### src/logic/backend_defines.svh
`ifndef BACKEND_DEFINES_SVH
`define BACKEND_DEFINES_SVH

// Datapath and PC width
`define BACKEND_XLEN 32
// Register file address width
`define BACKEND_RADDR_W 5
// Issue lanes, lane 0 is A and lane 1 is B
`define BACKEND_LANES 2
// Hardwired zero register
`define BACKEND_ZERO_REG 0

`endif

### src/logic/backend_pkg.sv
package backend_pkg;

`include "backend_defines.svh"

    typedef logic [`BACKEND_XLEN-1:0]    word_t;      // Data word or PC
    typedef logic [`BACKEND_RADDR_W-1:0] reg_addr_t;  // Register number

    typedef enum logic [3:0] {
        ALU_ADD   = 4'd0,
        ALU_SUB   = 4'd1,
        ALU_AND   = 4'd2,
        ALU_OR    = 4'd3,
        ALU_XOR   = 4'd4,
        ALU_SLL   = 4'd5,
        ALU_SRL   = 4'd6,
        ALU_SRA   = 4'd7,
        ALU_SLT   = 4'd8,
        ALU_SLTU  = 4'd9,
        ALU_PASS2 = 4'd10   // Copy of source 2
    } alu_op_t;

    typedef enum logic {
        SRC1_REG = 1'b0,
        SRC1_PC  = 1'b1
    } src1_sel_t;

    typedef enum logic {
        SRC2_REG = 1'b0,
        SRC2_IMM = 1'b1
    } src2_sel_t;

endpackage

### src/logic/lane_ifs.sv
`timescale 1ns/1ps

// Issue slot from the forwarding block into one lane
interface issue_if;
    import backend_pkg::*;

    logic      valid;
    logic      ready;
    word_t     pc;
    alu_op_t   op;
    src1_sel_t src1_sel;
    src2_sel_t src2_sel;
    word_t     imm;
    logic      we;
    reg_addr_t waddr;
    word_t     opnd1;       // Already forwarded
    word_t     opnd2;

    modport source (output valid, pc, op, src1_sel, src2_sel, imm, we, waddr,
                    opnd1, opnd2, input ready);
    modport sink   (input valid, pc, op, src1_sel, src2_sel, imm, we, waddr,
                    opnd1, opnd2, output ready);
endinterface

// In-flight results of one lane, seen by the forwarding block
interface fwd_if;
    import backend_pkg::*;

    logic      mem_valid;
    logic      mem_we;
    reg_addr_t mem_waddr;
    word_t     mem_wdata;
    logic      wb_valid;
    logic      wb_we;
    reg_addr_t wb_waddr;
    word_t     wb_wdata;

    modport source (output mem_valid, mem_we, mem_waddr, mem_wdata,
                    wb_valid, wb_we, wb_waddr, wb_wdata);
    modport sink   (input mem_valid, mem_we, mem_waddr, mem_wdata,
                    wb_valid, wb_we, wb_waddr, wb_wdata);
endinterface

// WB stage of one lane towards the merge block
interface retire_if (input logic clk, input logic reset);
    import backend_pkg::*;

    logic      valid;
    logic      ready;
    logic      we;
    reg_addr_t waddr;
    word_t     wdata;
    word_t     pc;

    modport source (output valid, we, waddr, wdata, pc, input ready);
    modport sink   (input clk, reset, valid, we, waddr, wdata, pc, output ready);
endinterface

### src/logic/operand_forward.sv
`timescale 1ns/1ps
`include "backend_defines.svh"

module operand_forward (
    input  logic                  in_valid,
    output logic                  in_ready,
    input  backend_pkg::word_t    pc_a,
    input  backend_pkg::word_t    pc_b,
    input  backend_pkg::alu_op_t  alu_op_a,
    input  backend_pkg::alu_op_t  alu_op_b,
    input  backend_pkg::src1_sel_t src1_sel_a,
    input  backend_pkg::src1_sel_t src1_sel_b,
    input  backend_pkg::src2_sel_t src2_sel_a,
    input  backend_pkg::src2_sel_t src2_sel_b,
    input  backend_pkg::reg_addr_t raddr1_a,
    input  backend_pkg::reg_addr_t raddr1_b,
    input  backend_pkg::reg_addr_t raddr2_a,
    input  backend_pkg::reg_addr_t raddr2_b,
    input  backend_pkg::word_t    rdata1_a,
    input  backend_pkg::word_t    rdata1_b,
    input  backend_pkg::word_t    rdata2_a,
    input  backend_pkg::word_t    rdata2_b,
    input  backend_pkg::word_t    imm_a,
    input  backend_pkg::word_t    imm_b,
    input  logic                  rf_we_a,
    input  logic                  rf_we_b,
    input  backend_pkg::reg_addr_t waddr_a,
    input  backend_pkg::reg_addr_t waddr_b,
    issue_if.source               iss [`BACKEND_LANES],
    fwd_if.sink                   fwd [`BACKEND_LANES]
);
    import backend_pkg::*;

    localparam int NSRC = 2 * `BACKEND_LANES;   // Two sources per lane
    localparam int NENT = 2 * `BACKEND_LANES;   // MEM and WB entry per lane

    reg_addr_t              raddr_s [NSRC];
    word_t                  rdata_s [NSRC];
    word_t                  opnd_s  [NSRC];
    logic      [NENT-1:0]   ent_v;              // Index 0 has highest priority
    reg_addr_t              ent_addr [NENT];
    word_t                  ent_data [NENT];
    logic [`BACKEND_LANES-1:0] lane_ready;

    assign raddr_s = '{raddr1_a, raddr2_a, raddr1_b, raddr2_b};
    assign rdata_s = '{rdata1_a, rdata2_a, rdata1_b, rdata2_b};

    assign in_ready = &lane_ready;  // Lanes move in lockstep

    for (genvar l = 0; l < `BACKEND_LANES; l++) begin : g_lane
        // Younger lane outranks older one within the same stage
        assign ent_v[`BACKEND_LANES-1-l]       = fwd[l].mem_valid & fwd[l].mem_we;
        assign ent_addr[`BACKEND_LANES-1-l]    = fwd[l].mem_waddr;
        assign ent_data[`BACKEND_LANES-1-l]    = fwd[l].mem_wdata;
        assign ent_v[NENT-1-l]                 = fwd[l].wb_valid & fwd[l].wb_we;
        assign ent_addr[NENT-1-l]              = fwd[l].wb_waddr;
        assign ent_data[NENT-1-l]              = fwd[l].wb_wdata;

        assign lane_ready[l]  = iss[l].ready;
        assign iss[l].valid    = in_valid & in_ready;
        assign iss[l].pc       = (l == 0) ? pc_a : pc_b;
        assign iss[l].op       = (l == 0) ? alu_op_a : alu_op_b;
        assign iss[l].src1_sel = (l == 0) ? src1_sel_a : src1_sel_b;
        assign iss[l].src2_sel = (l == 0) ? src2_sel_a : src2_sel_b;
        assign iss[l].imm      = (l == 0) ? imm_a : imm_b;
        assign iss[l].we       = (l == 0) ? rf_we_a : rf_we_b;
        assign iss[l].waddr    = (l == 0) ? waddr_a : waddr_b;
        assign iss[l].opnd1    = opnd_s[2*l];
        assign iss[l].opnd2    = opnd_s[2*l+1];
    end

    for (genvar s = 0; s < NSRC; s++) begin : g_src
        always_comb begin
            opnd_s[s] = rdata_s[s];
            // Walk from lowest priority so the best match wins
            for (int e = NENT - 1; e >= 0; e--) begin
                if (ent_v[e] && (ent_addr[e] == raddr_s[s]) &&
                    (raddr_s[s] != reg_addr_t'(`BACKEND_ZERO_REG))) begin
                    opnd_s[s] = ent_data[e];
                end
            end
        end
    end

endmodule

### src/logic/exec_lane.sv
`timescale 1ns/1ps
`include "backend_defines.svh"

module exec_lane (
    input  logic      clk,
    input  logic      reset,
    issue_if.sink     iss,
    fwd_if.source     fwd,
    retire_if.source  ret
);
    import backend_pkg::*;

    word_t     src1;
    word_t     src2;
    word_t     alu_res;
    logic [4:0] shamt;
    logic      ex_we;

    logic      mem_valid;
    logic      mem_we;
    reg_addr_t mem_waddr;
    word_t     mem_wdata;
    word_t     mem_pc;
    logic      mem_ready;

    logic      wb_valid;
    logic      wb_we;
    reg_addr_t wb_waddr;
    word_t     wb_wdata;
    word_t     wb_pc;
    logic      wb_ready;

    assign src1  = (iss.src1_sel == SRC1_PC) ? iss.pc : iss.opnd1;
    assign src2  = (iss.src2_sel == SRC2_IMM) ? iss.imm : iss.opnd2;
    assign shamt = src2[4:0];
    assign ex_we = iss.we && (iss.waddr != reg_addr_t'(`BACKEND_ZERO_REG));  // r0 never written

    always_comb begin
        case (iss.op)
            ALU_ADD:   alu_res = src1 + src2;
            ALU_SUB:   alu_res = src1 - src2;
            ALU_AND:   alu_res = src1 & src2;
            ALU_OR:    alu_res = src1 | src2;
            ALU_XOR:   alu_res = src1 ^ src2;
            ALU_SLL:   alu_res = src1 << shamt;
            ALU_SRL:   alu_res = src1 >> shamt;
            ALU_SRA:   alu_res = word_t'($signed(src1) >>> shamt);
            ALU_SLT:   alu_res = word_t'($signed(src1) < $signed(src2));
            ALU_SLTU:  alu_res = word_t'(src1 < src2);
            ALU_PASS2: alu_res = src2;
            default:   alu_res = '0;
        endcase
    end

    // A stage can take new data when empty or draining this cycle
    assign wb_ready  = !wb_valid || ret.ready;
    assign mem_ready = !mem_valid || wb_ready;
    assign iss.ready = mem_ready;

    always_ff @(posedge clk) begin
        if (reset) begin
            mem_valid <= 1'b0;
            wb_valid  <= 1'b0;
        end else begin
            if (mem_ready) mem_valid <= iss.valid;
            if (wb_ready)  wb_valid  <= mem_valid;
        end
    end

    always_ff @(posedge clk) begin
        if (iss.valid && mem_ready) begin
            mem_we    <= ex_we;
            mem_waddr <= iss.waddr;
            mem_wdata <= alu_res;
            mem_pc    <= iss.pc;
        end
        if (mem_valid && wb_ready) begin
            wb_we    <= mem_we;
            wb_waddr <= mem_waddr;
            wb_wdata <= mem_wdata;
            wb_pc    <= mem_pc;
        end
    end

    assign fwd.mem_valid = mem_valid;
    assign fwd.mem_we    = mem_we;
    assign fwd.mem_waddr = mem_waddr;
    assign fwd.mem_wdata = mem_wdata;
    assign fwd.wb_valid  = wb_valid;
    assign fwd.wb_we     = wb_we;
    assign fwd.wb_waddr  = wb_waddr;
    assign fwd.wb_wdata  = wb_wdata;

    assign ret.valid = wb_valid;
    assign ret.we    = wb_we;
    assign ret.waddr = wb_waddr;
    assign ret.wdata = wb_wdata;
    assign ret.pc    = wb_pc;

    // Stalled writeback must not change under the consumer
    wb_hold_stable: assert property (@(posedge clk) disable iff (reset)
        wb_valid && !ret.ready |=> wb_valid && $stable({wb_we, wb_waddr, wb_wdata, wb_pc}))
        else $error("WB payload changed while stalled");

endmodule

### src/logic/retire_merge.sv
`timescale 1ns/1ps
`include "backend_defines.svh"

module retire_merge (
    retire_if.sink                  ret [`BACKEND_LANES],
    input  logic                    wb_ready,
    output logic                    wb_valid,
    output logic                    wb_we_a,
    output logic                    wb_we_b,
    output backend_pkg::reg_addr_t  wb_waddr_a,
    output backend_pkg::reg_addr_t  wb_waddr_b,
    output backend_pkg::word_t      wb_wdata_a,
    output backend_pkg::word_t      wb_wdata_b,
    output backend_pkg::word_t      wb_pc_a,
    output backend_pkg::word_t      wb_pc_b
);
    logic same_dst;     // Both lanes target one register

    for (genvar l = 0; l < `BACKEND_LANES; l++) begin : g_ready
        assign ret[l].ready = wb_ready;
    end

    assign wb_valid = ret[0].valid & ret[1].valid;

    assign same_dst = ret[1].we && (ret[1].waddr == ret[0].waddr);

    assign wb_we_a    = ret[0].we && !same_dst;     // Younger write survives
    assign wb_waddr_a = ret[0].waddr;
    assign wb_wdata_a = ret[0].wdata;
    assign wb_pc_a    = ret[0].pc;

    assign wb_we_b    = ret[1].we;
    assign wb_waddr_b = ret[1].waddr;
    assign wb_wdata_b = ret[1].wdata;
    assign wb_pc_b    = ret[1].pc;

    // Lanes were issued together and must retire together
    lanes_in_step: assert property (@(posedge ret[0].clk) disable iff (ret[0].reset)
        ret[0].valid == ret[1].valid)
        else $error("Lane WB valids diverged");

endmodule

### src/logic/dual_issue_backend.sv
`timescale 1ns/1ps
`include "backend_defines.svh"

module dual_issue_backend (
    input  logic                    clk,
    input  logic                    reset,
    input  logic                    in_valid,
    output logic                    in_ready,
    input  backend_pkg::word_t      pc_a,
    input  backend_pkg::word_t      pc_b,
    input  backend_pkg::alu_op_t    alu_op_a,
    input  backend_pkg::alu_op_t    alu_op_b,
    input  backend_pkg::src1_sel_t  src1_sel_a,
    input  backend_pkg::src1_sel_t  src1_sel_b,
    input  backend_pkg::src2_sel_t  src2_sel_a,
    input  backend_pkg::src2_sel_t  src2_sel_b,
    input  backend_pkg::reg_addr_t  raddr1_a,
    input  backend_pkg::reg_addr_t  raddr1_b,
    input  backend_pkg::reg_addr_t  raddr2_a,
    input  backend_pkg::reg_addr_t  raddr2_b,
    input  backend_pkg::word_t      rdata1_a,
    input  backend_pkg::word_t      rdata1_b,
    input  backend_pkg::word_t      rdata2_a,
    input  backend_pkg::word_t      rdata2_b,
    input  backend_pkg::word_t      imm_a,
    input  backend_pkg::word_t      imm_b,
    input  logic                    rf_we_a,
    input  logic                    rf_we_b,
    input  backend_pkg::reg_addr_t  waddr_a,
    input  backend_pkg::reg_addr_t  waddr_b,
    output logic                    wb_valid,
    input  logic                    wb_ready,
    output logic                    wb_we_a,
    output logic                    wb_we_b,
    output backend_pkg::reg_addr_t  wb_waddr_a,
    output backend_pkg::reg_addr_t  wb_waddr_b,
    output backend_pkg::word_t      wb_wdata_a,
    output backend_pkg::word_t      wb_wdata_b,
    output backend_pkg::word_t      wb_pc_a,
    output backend_pkg::word_t      wb_pc_b
);
    issue_if  iss_bus [`BACKEND_LANES] ();
    fwd_if    fwd_bus [`BACKEND_LANES] ();
    retire_if ret_bus [`BACKEND_LANES] (.clk(clk), .reset(reset));

    operand_forward u_forward (
        .in_valid   (in_valid),   .in_ready   (in_ready),
        .pc_a       (pc_a),       .pc_b       (pc_b),
        .alu_op_a   (alu_op_a),   .alu_op_b   (alu_op_b),
        .src1_sel_a (src1_sel_a), .src1_sel_b (src1_sel_b),
        .src2_sel_a (src2_sel_a), .src2_sel_b (src2_sel_b),
        .raddr1_a   (raddr1_a),   .raddr1_b   (raddr1_b),
        .raddr2_a   (raddr2_a),   .raddr2_b   (raddr2_b),
        .rdata1_a   (rdata1_a),   .rdata1_b   (rdata1_b),
        .rdata2_a   (rdata2_a),   .rdata2_b   (rdata2_b),
        .imm_a      (imm_a),      .imm_b      (imm_b),
        .rf_we_a    (rf_we_a),    .rf_we_b    (rf_we_b),
        .waddr_a    (waddr_a),    .waddr_b    (waddr_b),
        .iss        (iss_bus),
        .fwd        (fwd_bus)
    );

    for (genvar l = 0; l < `BACKEND_LANES; l++) begin : g_lane
        exec_lane u_lane (
            .clk   (clk),
            .reset (reset),
            .iss   (iss_bus[l]),
            .fwd   (fwd_bus[l]),
            .ret   (ret_bus[l])
        );
    end

    retire_merge u_merge (
        .ret        (ret_bus),
        .wb_ready   (wb_ready),
        .wb_valid   (wb_valid),
        .wb_we_a    (wb_we_a),    .wb_we_b    (wb_we_b),
        .wb_waddr_a (wb_waddr_a), .wb_waddr_b (wb_waddr_b),
        .wb_wdata_a (wb_wdata_a), .wb_wdata_b (wb_wdata_b),
        .wb_pc_a    (wb_pc_a),    .wb_pc_b    (wb_pc_b)
    );

endmodule

### config.mk
export PLATFORM = sky130hd
export DESIGN_NAME = dual_issue_backend
export DESIGN_NICKNAME = d
export VERILOG_FILES = /design/src/logic/backend_pkg.sv /design/src/logic/lane_ifs.sv /design/src/logic/operand_forward.sv /design/src/logic/exec_lane.sv /design/src/logic/retire_merge.sv /design/src/logic/dual_issue_backend.sv
export VERILOG_INCLUDE_DIRS = /design/src /design/src/logic
export SDC_FILE = /design/constraint.sdc
export NUM_CORES = 2
export LEC_CHECK = 0
export ABC_CLOCK_PERIOD_IN_PS = 8700
export BUFFER_PORTS_ARGS = -buffer_cell sky130_fd_sc_hd__buf_2
export CELL_PAD_IN_SITES_DETAIL_PLACEMENT = 0
export CELL_PAD_IN_SITES_GLOBAL_PLACEMENT = 1
export CORE_MARGIN = 10
export CORE_UTILIZATION = 45
export DETAILED_ROUTE_END_ITERATION = 10
export MAX_ROUTING_LAYER = met4
export PLACE_DENSITY_LB_ADDON = 0.25
export RECOVER_POWER = 100
export SLEW_MARGIN = 20
export SYNTH_ARGS = -nofsm -noshare
export SYNTH_HDL_FRONTEND = slang
export SYNTH_SLANG_ARGS = --single-unit
### constraint.sdc
create_clock -name clk -period 8.7 [get_ports clk]
set_clock_uncertainty 0.2 [all_clocks]
set_input_delay 0.435 -clock clk [delete_from_list [all_inputs] [get_ports clk]]
set_output_delay 0.435 -clock clk [all_outputs]
set_load 0.01 [all_outputs]
---- Word level (Yosys, flattened, before mapping) ----
Cells that the tools add are included.
word-level totals
  bits in read-only memories .............. 0
  latch bits .............................. 0
  memories ................................ 0
  register bits after elaboration ......... 284
  bits of input ports ..................... 304
  word-level logic and storage cells ...... 163
  bits in writable memories ............... 0
operators by class
  eq/ne operators ......................... 37
  divide/modulo/power cells ............... 0
  multipliers ............................. 0
  reductions and logical operators ........ 58
  magnitude comparators ................... 4
  shift-type cells ........................ 6
  add/subtract/negate cells ............... 4
  mux-type cells .......................... 22
  bitwise logic cells ..................... 12
operators with widths
  cell                                            count
  case mux 32 bit (11 select lines)               2
  2-to-1 mux 32 bit                               20
  < comparator 32 bit                             4
  == test 5 bit                                   17
  adder 32 bit                                    2
  AND 32 bit                                      2
  bitwise OR 32 bit                               2
  left shift 32 x 5 -> 32 bit                     2
  right shift 32 x 5 -> 32 bit                    2
  >>> shifter 32 x 5 -> 32 bit                    2
  subtractor 32 bit                               2
  bitwise XOR 32 bit                              2
  logical AND 1 bit                               40
  == test 4 x 3 -> 1 bit (second input constant)  8
  nonzero test 5 bit                              6
  == test 4 bit (second input constant)           6
  == test 4 x 2 -> 1 bit (second input constant)  4
  == test 4 x 1 -> 1 bit (second input constant)  2
  logical NOT 4 bit                               2
  AND 1 bit                                       6
  logical NOT 1 bit                               5
  logical OR 1 bit                                4
  AND reduction 2 bit                             1

---- Depth between registers and ports, before layout ----
  depth after elaboration ................. 10
  mapped depth ............................ 28
  gate-level depth less buffers ........... 23

---- By module ----
A second synthesis with hierarchy kept.
unflattened totals
  cells, all modules ...................... 4384
  area, all modules ....................... 36112.1 µm²
by module, submodules not included
  module           cells each  area an instance (µm²)  times used
  exec_lane        1595        13919.6                 2
  operand_forward  1044        7148.1                  1
  retire_merge     150         1124.8                  1

---- Worst setup path before layout ----
Ideal clock, no wire load.
  kind .................................... input -> register
  from .................................... in raddr2_a[4]
  to ...................................... reg g_lane[0].u_lane.mem_wdata[31] (data pin)
  setup time .............................. 265 ps
  arrival ................................. 5696 ps
  slack ................................... 2538 ps
  stages on the path ...................... 27
  required time ........................... 8235 ps
  path through ............................ clkbuf_1 xnor2_1 o221ai_1 nor4_2 buf_2 buf_2 buf_2 mux2i_1 nor2_1 a21oi_1 o211ai_1 o21ai_0 o21ai_0 ha_1 clkbuf_1 nor2b_1 o21ai_0 a21oi_1 o31a_1 nor3_1 o41a_1 o211ai_1 a21oi_1 o21ai_0 a21oi_1 mux2i_1 or3_1
between the ends
  longest elaborated chain between the ends .. 10
  elaborated cells between the ends (all ways) .. 27
ends and longest elaborated chain
  element                                          RTL line                  text
  start, declared                                  dual_issue_backend.sv:19  input backend_pkg::reg_addr_t raddr2_a,
  == test 5 bit                                    operand_forward.sv:77     if (ent_v[e] && (ent_addr[e] == raddr_s[s]) &&
  logical AND 1 bit (2 in series)                  operand_forward.sv:77
  2-to-1 mux 32 bit (3 in series)                  operand_forward.sv:77
  2-to-1 mux 32 bit (*)                            operand_forward.sv:77
  2-to-1 mux 32 bit (*)                            exec_lane.sv:34           assign src2 = (iss.src2_sel == SRC2_IMM) ? iss.imm : iss.opnd2;
  subtractor 32 bit, or another cell as far along  exec_lane.sv:41           ALU_SUB: alu_res = src1 - src2;
  case mux 32 bit (11 select lines) (*)            exec_lane.sv:39           case (iss.op)
  net g_lane[0].u_lane.alu_res[31]                 exec_lane.sv:15           word_t alu_res;
  end signal, assigned                             exec_lane.sv:74           mem_wdata <= alu_res;
  end, declared                                    exec_lane.sv:22           word_t mem_wdata;
The timed path passes the listed nets; every way through them passes the cells marked *.
A chain may end at the register's enable or synchronous reset.

---- Final worst setup path ----
  from .................................... reg g_lane[0].u_lane.wb_waddr[4]
  to ...................................... reg g_lane[0].u_lane.mem_wdata[25] (data pin)
between the ends
  longest elaborated chain between the ends .. 10
  elaborated cells between the ends (all ways) .. 25
ends and longest elaborated chain
  element                                          RTL line                          text
  start, declared                                  exec_lane.sv:28                   reg_addr_t wb_waddr;
  start signal, assigned                           exec_lane.sv:79                   wb_waddr <= mem_waddr;
  == test 5 bit                                    operand_forward.sv:77
  logical AND 1 bit (2 in series)                  operand_forward.sv:77
  2-to-1 mux 32 bit (4 in series)                  operand_forward.sv:77
  2-to-1 mux 32 bit, on equally long branches      exec_lane.sv:33, exec_lane.sv:34
  subtractor 32 bit, or another cell as far along  exec_lane.sv:41
  case mux 32 bit (11 select lines) (*)            exec_lane.sv:39
  net g_lane[0].u_lane.alu_res[25]                 exec_lane.sv:15
Marks and branches as above.

==> run metrics <==
Routability Congestion=1.124; EDFF count, synth=280; Synth Register Bits=284; status=finished, violations left; fin. max-slew vios=342; Worst setup EP type=flop; Slowest-stage cell, CP=clkbuf_1; final net count=5030; share of cells above drive strength 1=11.63%; Final Hold Viols=0; Worst Min Path Start=in_valid; Design Area, Final=38180 sq um; Lkg Pwr=0.01580 uW; Num CTS Buffers=31; crit path DAT=8.47 ns; most frequent cells in the layout=nor2_1, mux2i_1, a21oi_1; placed inst area=36690 sq um; number of remaining DRC errors=0; CP dominant cell by count=o21ai_0; crit-path max cell delay=1.42 ns; Buffers & Inverters on Critical Path=3; FP Rows=100; Hold Crit Endpoint=g_lane[1].u_lane.fwd.mem_valid; cts repair resizes=0; Crit Path Max Fanout=23; Die W=293.4 microns; CP cell instances=xnor2_1, o221ai_1, nor4_4, buf_12, a21oi_1, a221oi_1, o21ba_1, buf_4, clkbuf_1, mux2i_1, o21ai_0, o21ai_0, nor2_1, a2111oi_1, o211ai_1; initial core utilization=45.25%; die area=86060 sq um; CTS Hold Bufs=79; Hold Path Depth=3; clk_lat worst skew=0.63 ns; final setup fails=0; power density over the cells=150.0 nW/um^2; Ys Warns=0; Synth Net Count=4689; ys flop type=edfxtp_1; RR Endpoint=g_lane[0].u_lane.fwd.mem_wdata[25]; Initial DRC Count=7269; R2R cell count=15; Routed WL=205000 microns; Die Ht=293.4 microns; maximum VDD drop=0.0001630 V; TritonCTS Sinks=284; worst hold path class=input port to flop; most common cell after layout, fill and taps aside=nor2_1; fill count=7353; r2r setup slk=0.32 ns; fin crit period=8.383 ns; Async SR Flop Fraction=0%; CP top delay family=compound AO/OA/AOI/OAI gates; crit path launch type=flop; Post-Syn Area per Cell=8.054 sq um; Yosys cell types=94; ANT nets after route=0; largest net degree at the start of global routing=71; initial antenna violation count=17; maximum clock insertion buffer count=3; r2r startpoint=g_lane[0].u_lane.fwd.wb_waddr[4]; setup_tns=0 ns; drt pass-1 iters=7; gr ovfl total=0; H-tree depth=1; first-pass GRT wire length=279600 microns; cells after synthesis=4175; Root Buffer=clkbuf_16; CORE AREA=74320 sq um; CTS tree=done; PortBufs=445; RSZ-0062 raised after global routing=no; fin crit share=96.36%; Clock Pin Slew Worst Setup and Hold Paths=0.07 ns; DR WL/cell=37.05 microns; Worst Max-Slew Pin Slew=4.956 ns; max_cap viols=7; DP HPWL=157200 microns; WHS=0.01785 ns; Top Ports=446; GRT Total Usage=46.21%; DR vias=39170; Crit Path Class=flop to flop; Slew HR=-230.4%; post-synthesis sequential area ratio=25.24%; synthesized area=33630 sq um; vias in the first global route=35540; Critical Path RT=8.78 ns; Fmax achieved=119.3 MHz; Avg Vias per Cell=7.080; post-synthesis to final-layout area growth=13.55%; failing checks=capacitance limit, slew limit; post-CTS setup buffers=0
-- Yosys cell counts (11+ instances only) --
cell	count	share of area [%]
a2111oi_0	11	0.29
a211o_1	48	1.3
a211oi_1	126	2.8
a21o_1	35	0.78
a21oi_1	371	5.5
a21oi_2	11	0.29
a221o_1	26	0.77
a221oi_1	46	1.2
a22oi_1	32	0.71
a31oi_1	36	0.67
and2_1	12	0.22
and3_1	23	0.43
buf_1	26	0.29
buf_2	65	0.97
buf_4	17	0.38
buf_6	15	0.50
clkbuf_1	217	2.4
edfxtp_1	280	25
ha_1	206	7.7
inv_1	207	2.3
mux2_2	40	1.3
mux2i_1	409	12
nand2_1	345	3.9
nand2b_1	48	0.89
nand3_1	85	1.3
nand4_1	26	0.48
nor2_1	438	4.9
nor2b_1	23	0.43
nor3_1	79	1.2
nor4_1	26	0.48
o2111ai_1	11	0.29
o211ai_1	66	1.5
o21ai_0	262	3.9
o21bai_1	30	0.67
o221a_2	11	0.37
o221ai_1	39	1.0
o22ai_1	79	1.5
o31a_1	16	0.42
o31ai_1	40	0.89
or2_2	13	0.24
or3_1	13	0.24
or4_1	14	0.31
xnor2_1	65	1.7
xor2_1	25	0.65
-- layer usage --
layer	up-vias	GRT usage (%)	wire length (microns)	part of all wire, %
met3	649	21.46	36120	18
met2	3578	60.30	77900	38
met1	18620	58.53	77650	38
met5	-	-	0	0
met4	0	23.10	13310	6.5
li1	16320	-	-	-
-- power by group --
part	switching (uW)	internal, uW	leakage, uW
combinational	1670	780	0.0126
clock	646	696	0.000469
sequential	282	1660	0.00273
total	2590	3130	0.0158
-- cell families after synthesis --
logic type / Yosys count / synth area share (%)
AOI/OAI and AO/OA: 1408 / 27.76
and+or+nand+nor: 1166 / 15.52
buffers and inverters: 556 / 7.025
muxes: 461 / 14.21
DFF: 284 / 25.24
adders and majority gates: 210 / 7.903
xor gates and xnor gates: 90 / 2.344
-- tightest hold or removal path: stages --
cell     delay [ns]
buf_2          0.09
nand2_1        0.17
a21oi_1        0.09
-- flip-flops by register name (all words and copies together), names as in the netlist --
name,flops
g_lane.u_lane.fwd.mem_wdata,64
g_lane.u_lane.fwd.mem_waddr,10
g_lane.u_lane.fwd.mem_we,2
g_lane.u_lane.fwd.wb_we,2
g_lane.u_lane.mem_pc,64
g_lane.u_lane.ret.pc,64
g_lane.u_lane.fwd.wb_valid,2
g_lane.u_lane.fwd.mem_valid,2
g_lane.u_lane.fwd.wb_waddr,10
g_lane.u_lane.fwd.wb_wdata,64
-- worst max-delay path by stage --
stage	from	to	slack, ns	depth (start not counted)
after CTS	g_lane[1].u_lane.fwd.wb_waddr[0]	g_lane[1].u_lane.fwd.mem_wdata[23]	1.30	18
after detailed placement	raddr2_b[1]	g_lane[1].u_lane.fwd.mem_wdata[23]	1.15	18
after floorplan	raddr2_a[4]	g_lane[0].u_lane.fwd.mem_wdata[31]	2.54	27
after global routing	raddr2_b[1]	g_lane[1].u_lane.fwd.mem_wdata[23]	0.44	16
final	g_lane[0].u_lane.fwd.wb_waddr[4]	g_lane[0].u_lane.fwd.mem_wdata[25]	0.32	15
after global placement	raddr2_b[1]	g_lane[1].u_lane.fwd.mem_wdata[23]	0.91	18
-- metrics by stage --
step	setup WS [ns]	power [uW]	cells	util, %
floorplan	2.538	3182	4175	-
detailed placement	1.151	4191	5373	49.36
global route	0.4370	5823	5526	51.35
finish	0.3168	5729	5533	51.38
global placement	0.9065	4202	5373	49.36
CTS	1.300	5529	5509	51.74
-- layout make-up --
type / instances / area [sq um] / area share [%]
Multi-Input combinational cell: 3335 / 22980 / 60.17
Clock inverter: 22 / 186.4 / 0.4882
Clock buffer: 35 / 790.8 / 2.071
Inverter: 215 / 808.3 / 2.117
Timing Repair Buffer: 649 / 3662 / 9.591
Sequential cell: 284 / 8488 / 22.23
Tap cell: 969 / 1212 / 3.175
Antenna cell: 24 / 60.06 / 0.1573
Note: power is estimated with default switching activity, not from simulation.
